### src/logic/mem_geom_pkg.sv
`default_nettype none

package mem_geom_pkg;

	// index width of a count, never below one bit
	function automatic int idx_w(input int count);
		return (count > 1) ? $clog2(count) : 1;
	endfunction

	localparam int NUM_CORES = 3;
	localparam int NUM_BANKS = 4;
	localparam int BANK_WORDS = 16; // words per bank
	localparam int WORD_W = 16;

	localparam int CORE_ID_W = idx_w(NUM_CORES);
	localparam int BANK_ID_W = idx_w(NUM_BANKS);
	localparam int WORD_ID_W = idx_w(BANK_WORDS);

	// bank number on top, word number below
	localparam int ADDR_W = BANK_ID_W + WORD_ID_W;

endpackage

`default_nettype wire

### src/logic/mem_req_pkg.sv
`default_nettype none

package mem_req_pkg;

	localparam int REQ_W = 2; // request code width per core

	// 2'b11 is not decoded and behaves as idle
	localparam logic [REQ_W-1:0] REQ_IDLE = 2'b00;
	localparam logic [REQ_W-1:0] REQ_READ = 2'b01;
	localparam logic [REQ_W-1:0] REQ_WRITE = 2'b10;

endpackage

`default_nettype wire

### src/logic/rr_core_picker.sv
`default_nettype none

module rr_core_picker #(
	parameter int NUM_CORES = mem_geom_pkg::NUM_CORES,
	localparam int CORE_ID_W = mem_geom_pkg::idx_w(NUM_CORES)
)
(
	input wire clk,
	input wire reset,
	input wire [NUM_CORES-1:0] mask,
	output logic grant_valid,
	output logic [CORE_ID_W-1:0] grant_id
);

	logic [CORE_ID_W-1:0] last_id; // core granted most recently

	// walk downward so the nearest requester past last_id wins
	always_comb
	begin
		int cand;
		grant_valid = 1'b0;
		grant_id = '0;
		for (int off = NUM_CORES; off > 0; off--)
		begin
			cand = (int'(last_id) + off) % NUM_CORES;
			if (mask[cand])
			begin
				grant_valid = 1'b1;
				grant_id = CORE_ID_W'(cand);
			end
		end
	end

	always_ff @(posedge clk)
	begin
		if (reset)
			last_id <= CORE_ID_W'(NUM_CORES - 1); // core 0 goes first
		else if (grant_valid)
			last_id <= grant_id;
	end

endmodule

`default_nettype wire

### src/logic/mem_bank.sv
`default_nettype none

module mem_bank #(
	parameter int BANK_WORDS = mem_geom_pkg::BANK_WORDS,
	parameter int WORD_W = mem_geom_pkg::WORD_W,
	localparam int WORD_ID_W = mem_geom_pkg::idx_w(BANK_WORDS)
)
(
	input wire clk,
	input wire [WORD_ID_W-1:0] addr,
	input wire [WORD_W-1:0] data_in,
	input wire read_enable,
	input wire write_enable,
	output logic [WORD_W-1:0] data_out
);

	logic [WORD_W-1:0] mem [BANK_WORDS];

	always_ff @(posedge clk)
	begin
		if (write_enable)
			mem[addr] <= data_in;
		if (read_enable)
			data_out <= mem[addr]; // otherwise keeps the last word read
	end

endmodule

`default_nettype wire

### src/logic/frame_scanner.sv
`default_nettype none

module frame_scanner #(
	parameter int NUM_BANKS = mem_geom_pkg::NUM_BANKS,
	parameter int BANK_WORDS = mem_geom_pkg::BANK_WORDS,
	parameter int WORD_W = mem_geom_pkg::WORD_W,
	localparam int BANK_ID_W = mem_geom_pkg::idx_w(NUM_BANKS),
	localparam int WORD_ID_W = mem_geom_pkg::idx_w(BANK_WORDS),
	localparam int ADDR_W = BANK_ID_W + WORD_ID_W
)
(
	input wire clk,
	input wire reset,
	input wire scan_start,
	input wire [NUM_BANKS*WORD_W-1:0] bank_rd_data,
	output logic scan_active,
	output logic [BANK_ID_W-1:0] scan_bank,
	output logic [WORD_ID_W-1:0] scan_word,
	output logic [WORD_W-1:0] scan_data,
	output logic [ADDR_W-1:0] scan_addr,
	output logic scan_valid,
	output logic scan_idle
);

	logic last_word;
	logic last_bank;
	logic [BANK_ID_W-1:0] bank_q; // address read in the previous cycle
	logic [WORD_ID_W-1:0] word_q;

	assign last_word = (scan_word == WORD_ID_W'(BANK_WORDS - 1));
	assign last_bank = (scan_bank == BANK_ID_W'(NUM_BANKS - 1));

	// read counter, one word per cycle over the whole address space
	always_ff @(posedge clk)
	begin
		if (reset)
		begin
			scan_active <= 1'b0;
			scan_bank <= '0;
			scan_word <= '0;
		end
		else if (!scan_active)
		begin
			scan_active <= scan_start;
			scan_bank <= '0;
			scan_word <= '0;
		end
		else if (last_word)
		begin
			scan_word <= '0;
			if (last_bank)
			begin
				scan_active <= 1'b0;
				scan_bank <= '0;
			end
			else
				scan_bank <= scan_bank + 1'b1;
		end
		else
			scan_word <= scan_word + 1'b1;
	end

	always_ff @(posedge clk)
	begin
		if (reset)
		begin
			scan_valid <= 1'b0;
			bank_q <= '0;
			word_q <= '0;
		end
		else
		begin
			scan_valid <= scan_active; // bank data arrives one cycle later
			bank_q <= scan_bank;
			word_q <= scan_word;
		end
	end

	assign scan_addr = {bank_q, word_q};
	assign scan_data = bank_rd_data[bank_q*WORD_W +: WORD_W];
	assign scan_idle = !(scan_active || scan_valid);

endmodule

`default_nettype wire

### src/logic/core_return.sv
`default_nettype none

module core_return #(
	parameter int NUM_CORES = mem_geom_pkg::NUM_CORES,
	parameter int NUM_BANKS = mem_geom_pkg::NUM_BANKS,
	parameter int WORD_W = mem_geom_pkg::WORD_W,
	localparam int BANK_ID_W = mem_geom_pkg::idx_w(NUM_BANKS)
)
(
	input wire clk,
	input wire reset,
	input wire [NUM_CORES-1:0] write_grant,
	input wire [NUM_CORES-1:0] read_grant,
	input wire [NUM_CORES*BANK_ID_W-1:0] core_bank,
	input wire [NUM_BANKS*WORD_W-1:0] bank_rd_data,
	output logic [NUM_CORES-1:0] ready,
	output logic [NUM_CORES*WORD_W-1:0] rd_data
);

	logic [NUM_CORES-1:0] pending; // read granted last cycle
	logic [BANK_ID_W-1:0] pend_bank [NUM_CORES];

	always_ff @(posedge clk)
	begin
		if (reset)
			pending <= '0;
		else
			pending <= read_grant;
	end

	for (genvar i = 0; i < NUM_CORES; i++)
	begin : g_core
		// bank number only matters while the read is pending
		always_ff @(posedge clk)
		begin
			if (read_grant[i])
				pend_bank[i] <= core_bank[i*BANK_ID_W +: BANK_ID_W];
		end

		// writes complete in the grant cycle, reads one cycle later
		assign ready[i] = pending[i] | write_grant[i];

		assign rd_data[i*WORD_W +: WORD_W] = pending[i] ?
			bank_rd_data[pend_bank[i]*WORD_W +: WORD_W] : '0;
	end

endmodule

`default_nettype wire

### src/logic/shared_mem.sv
`default_nettype none

module shared_mem #(
	parameter int NUM_CORES = mem_geom_pkg::NUM_CORES,
	parameter int NUM_BANKS = mem_geom_pkg::NUM_BANKS,
	parameter int BANK_WORDS = mem_geom_pkg::BANK_WORDS,
	parameter int WORD_W = mem_geom_pkg::WORD_W,
	localparam int CORE_ID_W = mem_geom_pkg::idx_w(NUM_CORES),
	localparam int BANK_ID_W = mem_geom_pkg::idx_w(NUM_BANKS),
	localparam int WORD_ID_W = mem_geom_pkg::idx_w(BANK_WORDS),
	localparam int ADDR_W = BANK_ID_W + WORD_ID_W,
	localparam int REQ_W = mem_req_pkg::REQ_W
)
(
	input wire clk,
	input wire reset,
	input wire [NUM_CORES*REQ_W-1:0] enable,
	input wire [NUM_CORES*ADDR_W-1:0] addr,
	input wire [NUM_CORES*WORD_W-1:0] wr_data,
	input wire scan_start,
	output logic [NUM_CORES*WORD_W-1:0] rd_data,
	output logic [NUM_CORES-1:0] ready,
	output logic [WORD_W-1:0] scan_data,
	output logic [ADDR_W-1:0] scan_addr,
	output logic scan_valid,
	output logic scan_idle
);

	// per-core view of the flattened buses
	logic [REQ_W-1:0] core_req [NUM_CORES];
	logic [BANK_ID_W-1:0] core_bank [NUM_CORES];
	logic [WORD_ID_W-1:0] core_word [NUM_CORES];
	logic [WORD_W-1:0] core_data [NUM_CORES];
	logic [NUM_CORES-1:0] core_rd;
	logic [NUM_CORES-1:0] core_wr;
	logic [NUM_CORES*BANK_ID_W-1:0] core_bank_flat;

	logic scan_active;
	logic [BANK_ID_W-1:0] scan_bank;
	logic [WORD_ID_W-1:0] scan_word;

	logic [NUM_CORES-1:0] bank_mask [NUM_BANKS];
	logic [NUM_BANKS-1:0] bank_taken; // bank driven by the scanner this cycle
	logic [NUM_BANKS-1:0] grant_valid;
	logic [CORE_ID_W-1:0] grant_id [NUM_BANKS];
	logic [WORD_ID_W-1:0] bank_addr [NUM_BANKS];
	logic [WORD_W-1:0] bank_wdata [NUM_BANKS];
	logic [NUM_BANKS-1:0] bank_re;
	logic [NUM_BANKS-1:0] bank_we;
	logic [NUM_BANKS*WORD_W-1:0] bank_rd_data;

	logic [NUM_CORES-1:0] core_granted;
	logic [NUM_CORES-1:0] read_grant;
	logic [NUM_CORES-1:0] write_grant;

	for (genvar i = 0; i < NUM_CORES; i++)
	begin : g_core
		assign core_req[i] = enable[i*REQ_W +: REQ_W];
		assign {core_bank[i], core_word[i]} = addr[i*ADDR_W +: ADDR_W];
		assign core_data[i] = wr_data[i*WORD_W +: WORD_W];
		assign core_bank_flat[i*BANK_ID_W +: BANK_ID_W] = core_bank[i];

		assign core_rd[i] = (core_req[i] == mem_req_pkg::REQ_READ);
		assign core_wr[i] = (core_req[i] == mem_req_pkg::REQ_WRITE); // 11 falls through as idle
	end

	for (genvar b = 0; b < NUM_BANKS; b++)
	begin : g_bank
		assign bank_taken[b] = scan_active && (scan_bank == BANK_ID_W'(b));

		// no core sees this bank while the scanner holds it
		for (genvar i = 0; i < NUM_CORES; i++)
		begin : g_mask
			assign bank_mask[b][i] = (core_rd[i] || core_wr[i])
				&& (core_bank[i] == BANK_ID_W'(b)) && !bank_taken[b];
		end

		rr_core_picker #(
			.NUM_CORES(NUM_CORES)
		) u_picker (
			.clk(clk),
			.reset(reset),
			.mask(bank_mask[b]),
			.grant_valid(grant_valid[b]),
			.grant_id(grant_id[b])
		);

		assign bank_addr[b] = bank_taken[b] ? scan_word : core_word[grant_id[b]];
		assign bank_wdata[b] = core_data[grant_id[b]];
		assign bank_re[b] = bank_taken[b] || (grant_valid[b] && core_rd[grant_id[b]]);
		assign bank_we[b] = grant_valid[b] && core_wr[grant_id[b]];

		mem_bank #(
			.BANK_WORDS(BANK_WORDS),
			.WORD_W(WORD_W)
		) u_bank (
			.clk(clk),
			.addr(bank_addr[b]),
			.data_in(bank_wdata[b]),
			.read_enable(bank_re[b]),
			.write_enable(bank_we[b]),
			.data_out(bank_rd_data[b*WORD_W +: WORD_W])
		);
	end

	// a core asks one bank at a time, so at most one picker names it
	always_comb
	begin
		core_granted = '0;
		for (int b = 0; b < NUM_BANKS; b++)
		begin
			if (grant_valid[b])
				core_granted[grant_id[b]] = 1'b1;
		end
	end

	assign read_grant = core_granted & core_rd;
	assign write_grant = core_granted & core_wr;

	frame_scanner #(
		.NUM_BANKS(NUM_BANKS),
		.BANK_WORDS(BANK_WORDS),
		.WORD_W(WORD_W)
	) u_scanner (
		.clk(clk),
		.reset(reset),
		.scan_start(scan_start),
		.bank_rd_data(bank_rd_data),
		.scan_active(scan_active),
		.scan_bank(scan_bank),
		.scan_word(scan_word),
		.scan_data(scan_data),
		.scan_addr(scan_addr),
		.scan_valid(scan_valid),
		.scan_idle(scan_idle)
	);

	core_return #(
		.NUM_CORES(NUM_CORES),
		.NUM_BANKS(NUM_BANKS),
		.WORD_W(WORD_W)
	) u_return (
		.clk(clk),
		.reset(reset),
		.write_grant(write_grant),
		.read_grant(read_grant),
		.core_bank(core_bank_flat),
		.bank_rd_data(bank_rd_data),
		.ready(ready),
		.rd_data(rd_data)
	);

endmodule

`default_nettype wire

### config.mk
export PLATFORM = sky130hd
export DESIGN_NAME = shared_mem
export DESIGN_NICKNAME = d
export VERILOG_FILES = /design/src/logic/mem_geom_pkg.sv /design/src/logic/mem_req_pkg.sv /design/src/logic/rr_core_picker.sv /design/src/logic/mem_bank.sv /design/src/logic/frame_scanner.sv /design/src/logic/core_return.sv /design/src/logic/shared_mem.sv
export SDC_FILE = /design/constraint.sdc
export NUM_CORES = 1
export LEC_CHECK = 0
export BUFFER_PORTS_ARGS = -buffer_cell sky130_fd_sc_hd__clkbuf_2
export CAP_MARGIN = 20
export CORE_MARGIN = 5
export CORE_UTILIZATION = 45
export CTS_BUF_LIST = sky130_fd_sc_hd__clkbuf_16
export CTS_CLUSTER_DIAMETER = 150
export CTS_CLUSTER_SIZE = 25
export DETAILED_ROUTE_END_ITERATION = 8
export GPL_TIMING_DRIVEN = 0
export MAX_ROUTING_LAYER = met4
export PLACE_DENSITY = 0.67
export SLEW_MARGIN = 0
export SYNTH_ARGS = -nofsm -noshare
export SYNTH_HDL_FRONTEND = slang
export SYNTH_HIERARCHICAL = 1
export SYNTH_SLANG_ARGS = --single-unit
### constraint.sdc
create_clock -name clk -period 6.1 [get_ports clk]
set_input_delay 1.525 -clock clk [delete_from_list [all_inputs] [get_ports clk]]
set_output_delay 1.525 -clock clk [all_outputs]
set_load 0.005 [all_outputs]
-- After elaboration in Yosys (flattened, before gate mapping)
Memory sizes are Yosys's and may differ from the RTL's. A register that Yosys moved wholly into a read port is not among the register bits.
Index checks and enable logic that the tools add are counted.
- register bits after elaboration: 25
- bits in writable memories: 1030
- input port bits: 75
- output and inout bits: 75
- word-level logic and storage cells: 298
- memories kept: 5
- add/subtract/negate cells: 14
- div/mod/pow operators: 12
- magnitude comparators: 24
- equality and inequality tests: 19
- shift operators: 4
- muxes and demuxes: 137
- bitwise gates (word level): 13
- reductions and logical operators: 59
- memories (name ; words ; bits a word ; read ports ; clocked after Yosys merged registers in ; wr ports ; line ; source):
    g_bank[0].u_bank.mem ; 16 ; 16 ; 1 ; 1 ; 1 ; mem_bank.sv:17 ; logic [WORD_W-1:0] mem [BANK_WORDS];
    g_bank[1].u_bank.mem ; 16 ; 16 ; 1 ; 1 ; 1 ; mem_bank.sv:17 ;
    g_bank[2].u_bank.mem ; 16 ; 16 ; 1 ; 1 ; 1 ; mem_bank.sv:17 ;
    g_bank[3].u_bank.mem ; 16 ; 16 ; 1 ; 1 ; 1 ; mem_bank.sv:17 ;
    u_return.pend_bank ; 3 ; 2 ; 3 ; 0 ; 3 ; core_return.sv:21 ; logic [BANK_ID_W-1:0] pend_bank [NUM_CORES];
- operators with widths (cell ; number):
    $lt 32x4->1 const B ; 12
    $mod 32x3->32 const B ; 12
    $shiftx 64x7->16 ; 4
    $mux 16 ; 11
    $bmux 16 s2 ; 4
    $mux 1 ; 65
    $mux 4 ; 12
    $bmux 1 s2 ; 20
    $logic_and 1x1->1 ; 40
    $bmux 4 s2 ; 4
    $mux 2 ; 13
    $add 2x2->3 const B ; 8
    $eq 2x2->1 const B ; 11
    $eq 2x1->1 const B ; 7
    $add 2x1->3 const B ; 4
    $ge 3x3->1 const B ; 4
    $lt 2x3->1 const B ; 4
    $mux 3 ; 4
    $not 2->3 ; 4
    $or 3x3->3 ; 3
    $demux 1 s2 ; 4
    $ge 2x1->1 const B ; 4
    $logic_not 2->1 ; 4
    $logic_or 1x1->1 ; 8
    9 further kinds ; 16

-- Longest topological paths before layout
- depth in word-level cells: 24
- depth in mapped cells: 18
- depth with buffers taken out: 14

-- By module
Netlist, hierarchy kept.
- modules (own cells, without submodules) (module ; times used ; cells each ; area an instance (µm²) ; sequential area each (µm²)):
    mem_bank (g_bank[1].u_bank ...) ; 3 ; 434 ; 10183.5 ; 8167.8
    mem_bank (g_bank[0].u_bank) ; 1 ; 434 ; 10251.1 ; 8167.8
    shared_mem ; 1 ; 389 ; 2606.2 ; 0.0
    core_return ; 1 ; 186 ; 1831.8 ; 240.2
    rr_core_picker ; 4 ; 54 ; 399.1 ; 40.0
    frame_scanner ; 1 ; 64 ; 879.6 ; 280.3

-- Worst setup path after synthesis
OpenSTA, ideal clock, no wires.
- kind: input to register
- start point: input port enable[0]
- end point: memory g_bank[0].u_bank.mem[0][0] (enable)
- setup time: 0.409 ns
- data arrival time: 5.546 ns
- data required time: 5.691 ns
- path slack: 0.145 ns
- stages on the path: 13
- path buffers: 1
- path through: inv_1 -> ha_1 -> nor4_1 -> nand2b_1 -> a21oi_1 -> o2111ai_1 -> nand3_1 -> nor2b_4 -> buf_4 -> a21oi_1 -> a21oi_1 -> or3b_2 -> nor3_1
- RTL lines (item ; line ; source):
    from (decl) ; shared_mem.sv:17 ; input wire [NUM_CORES*REQ_W-1:0] enable,
    to (decl) ; mem_bank.sv:17 ;

==> results.yml <==
status:
  status: "finished clean"
sta:
  worst_slew_pin_slew_ns: 1.20
  setup_viol: 0
  hold_viol_final: 0
  slew_headroom: 0.197
  fin_crit_sh: 0.981
  rsz0062_at_grt: "yes"
  period_needed_ns: 5.98
  skew_ns: 0.0352
  clock.fmax_mhz: 167
  finalMaxSlewViolations: 0
  tns_ns: 0
floorplan:
  dieArea_um2: 113000
  rows: 119
  dieWidth_um: 336
  core_um2: 105000
  start_util: 0.453
  die_h_um: 336
  num_io_pins: 150
pwr:
  p_leak_uw: 0.0174
  power_per_cell_area_nw_per_um2: 381
  fin_total_pwr_uw: 20400
  peakVddDrop_mv: 0.309
drt:
  dr.pass1.iters: 6
  route.detailed.drc: 0
  via_count: 26720
  viasPerCell: 6.12
  avgRoutedWirePerCell_um: 29.2
  drt_first_iter_violations: 3857
  detail-route-antenna-nets: 0
  wirelength_um: 128000
place:
  dp_hpwl_um: 94800
  gp_congestion: 0.930
  place.port_buffers: 149
  dpl_cell_area_um2: 51900
worst_setup_path:
  crit_type: "input pin to output port"
  required_ns: 4.58
  crit_fanout: 9
  crit_path_start_kind: "input pin"
  ff2ff_path_depth: 16
  cp-end-kind: "output port"
  critPathArrivalTime_ns: 4.46
clock_network:
  numCtsBuffers: 50
  clk_pin_slew_ns: 0.10
  cts_hold_buf: 0
  clock_sinks: 1119
  cts_buffer_depth: 3
  cts_root_buf: "clkbuf_16"
  cts_tree: "built"
  clk_latency_ns: 0.67
  htreeDepth: 2
logic_synthesis:
  post-synth-top-area-cell: "edfxtp_1"
  async_reset_ff_frac: 0
  synth_area_leaders: "edfxtp_1 (69%), mux4_2 (12%), mux2i_1 (4.0%)"
  ys.flop_type: "edfxtp_1"
  synth_area_per_cell_um2: 18.4
  netlist_instances: 2591
  synth_seq_cells: 1119
  ys_types: 57
  synth_area_um2: 47700
  yosysTopAreaCellShare: 0.688
  synth_edf_count: 1094
  syn_nets: 2690
  synth-seq-area-share: 0.699
  yosys_warnings: 6
worst_hold_path:
  hold_path_class: "flip-flop to flip-flop"
  hold_depth: 1
finish:
  nNetsFinal: 3025
  drive_gt1_frac: 0.272
  area_delta_synth_final_pct: 12.1
  n_fill_cell: 8332
  final_cell_area_um2: 53500
global_route:
  antenna_found_initial: 30
  grt_pass1_vias: 26132
  grt_use_total: 0.228
  overflow: 0
  grt_max_degree: 27
  grt_pass1_wl_um: 183000
flow_run:
  cap_violations: 0
path summary, 6_finish.rpt:
check                                             startpoint                                          to  slack [ns]
setup / recovery                                   enable[4]                                    ready[0]        0.12
hold / removal    g_bank[0].u_picker/last_id[0]$_SDFFE_PP0P_  g_bank[0].u_picker/last_id[0]$_SDFFE_PP0P_        0.58
setup reg to reg            u_scanner/scan_active$_SDFF_PP0_     g_bank[3].u_bank/data_out[11]$_DFFE_PP_        0.61
hold reg to reg   g_bank[0].u_picker/last_id[0]$_SDFFE_PP0P_  g_bank[0].u_picker/last_id[0]$_SDFFE_PP0P_        0.58
cells in the mapped netlist (20+ instances only):
| cell | n |
|---|---|
| mux2i_1 | 193 |
| a21oi_1 | 33 |
| inv_1 | 40 |
| or2_2 | 20 |
| mux4_2 | 247 |
| edfxtp_1 | 1094 |
| dfxtp_1 | 25 |
| mux4_1 | 25 |
| nor3_1 | 20 |
| o22ai_1 | 58 |
| ha_1 | 24 |
| buf_2 | 34 |
| clkbuf_1 | 64 |
| nand2b_1 | 24 |
| nand2_1 | 162 |
| a22oi_1 | 130 |
| nor2_1 | 89 |
| buf_6 | 28 |
| o21ai_1 | 24 |
| o21ai_0 | 56 |
| nor2b_1 | 22 |
report_power, final:
group          leakage [uW]  switching (uW)  internal, uW
combinational       0.00660            4170          2550
clock              0.000747            2270          1510
sequential           0.0101             260          9610
metrics by stage:
step | util | hold WS [ns] | setup slack, ns | cells
5_1_grt | 0.508 | 0.611 | -0.0386 | 4358
2_1_floorplan | - | 0.482 | 0.145 | 2591
3_3_place_gp | 0.477 | 0.543 | -1.92 | 4131
3_5_place_dp | 0.493 | 0.555 | -0.668 | 4250
4_1_cts | 0.506 | 0.581 | 0.0969 | 4323
6_report | 0.508 | 0.575 | 0.116 | 4368
kinds of logic after synthesis:
kind of cell | count (synthesis) | synth area share
buf+inv | 200 | 0.0285
xor+xnor | 1 | 0.000184
simple gates | 429 | 0.0449
compound gates | 353 | 0.0503
flops | 1119 | 0.699
fa+ha+maj | 24 | 0.00629
mux | 465 | 0.171
metal layers:
| layer | share of wire | wire [um] | track usage | up-vias |
|---|---|---|---|---|
| met5 | 0 | 0 | - | - |
| met4 | 0.022 | 2780 | 0.0534 | 0 |
| met3 | 0.12 | 15500 | 0.0590 | 163 |
| met2 | 0.47 | 59900 | 0.347 | 1422 |
| met1 | 0.39 | 49400 | 0.314 | 13909 |
| li1 | - | - | - | 11226 |
registers in the layout, indices dropped and copies added (netlist names):
register and count:
g_bank.u_bank/mem 1024, g_bank.u_bank/data_out 64, g_bank.u_picker/last_id 8, u_return/pend_bank 6, u_scanner/scan_word 4, u_scanner/word_q 4, u_return/pending 3, u_scanner/bank_q 2
u_scanner/scan_bank 2, u_scanner/scan_active 1, u_scanner/scan_valid 1
area by class of cell:
class / count / area, um^2 / share of cell area
flip-flops and latches: 1119 / 33400 / 0.623
diodes: 30 / 75.1 / 0.00140
plain buffers: 160 / 1210 / 0.0226
clock buffers: 50 / 1250 / 0.0234
repair buffers: 283 / 2260 / 0.0422
well taps: 1391 / 1740 / 0.0325
multi-input cells: 1272 / 13300 / 0.249
clock inverters: 23 / 139 / 0.00260
inverters: 40 / 150 / 0.00281
repair_timing:
item	CTS	global route
buffers inserted	0	2
hold endpoints to repair	0	0
gates resized for setup	2	7
endpoints found under the setup margin	3	52
pin swaps	0	1
layout by cell type (no fill, tap or decap), drive strengths merged, types with 58 or more instances in the layout:
master	count
buf	230
o22ai	58
mux2i	193
mux4	272
nor2	89
edfxtp	1094
o21ai	80
nand2	166
clkbuf	263
inv	61
a22oi	130
critical path, cell delays in order:
cell       delay (ns)
clkbuf_2         0.10
inv_1            0.05
ha_1             0.37
nor2_1           0.05
and3_1           0.18
buf_2            0.17
and2_4           0.16
a2111oi_4        0.34
o21ai_1          0.28
nor3b_1          0.23
nor4_1           0.48
nor2b_1          0.08
or2_2            0.31
clkbuf_2         0.12
(Power assumes the default switching activity.)
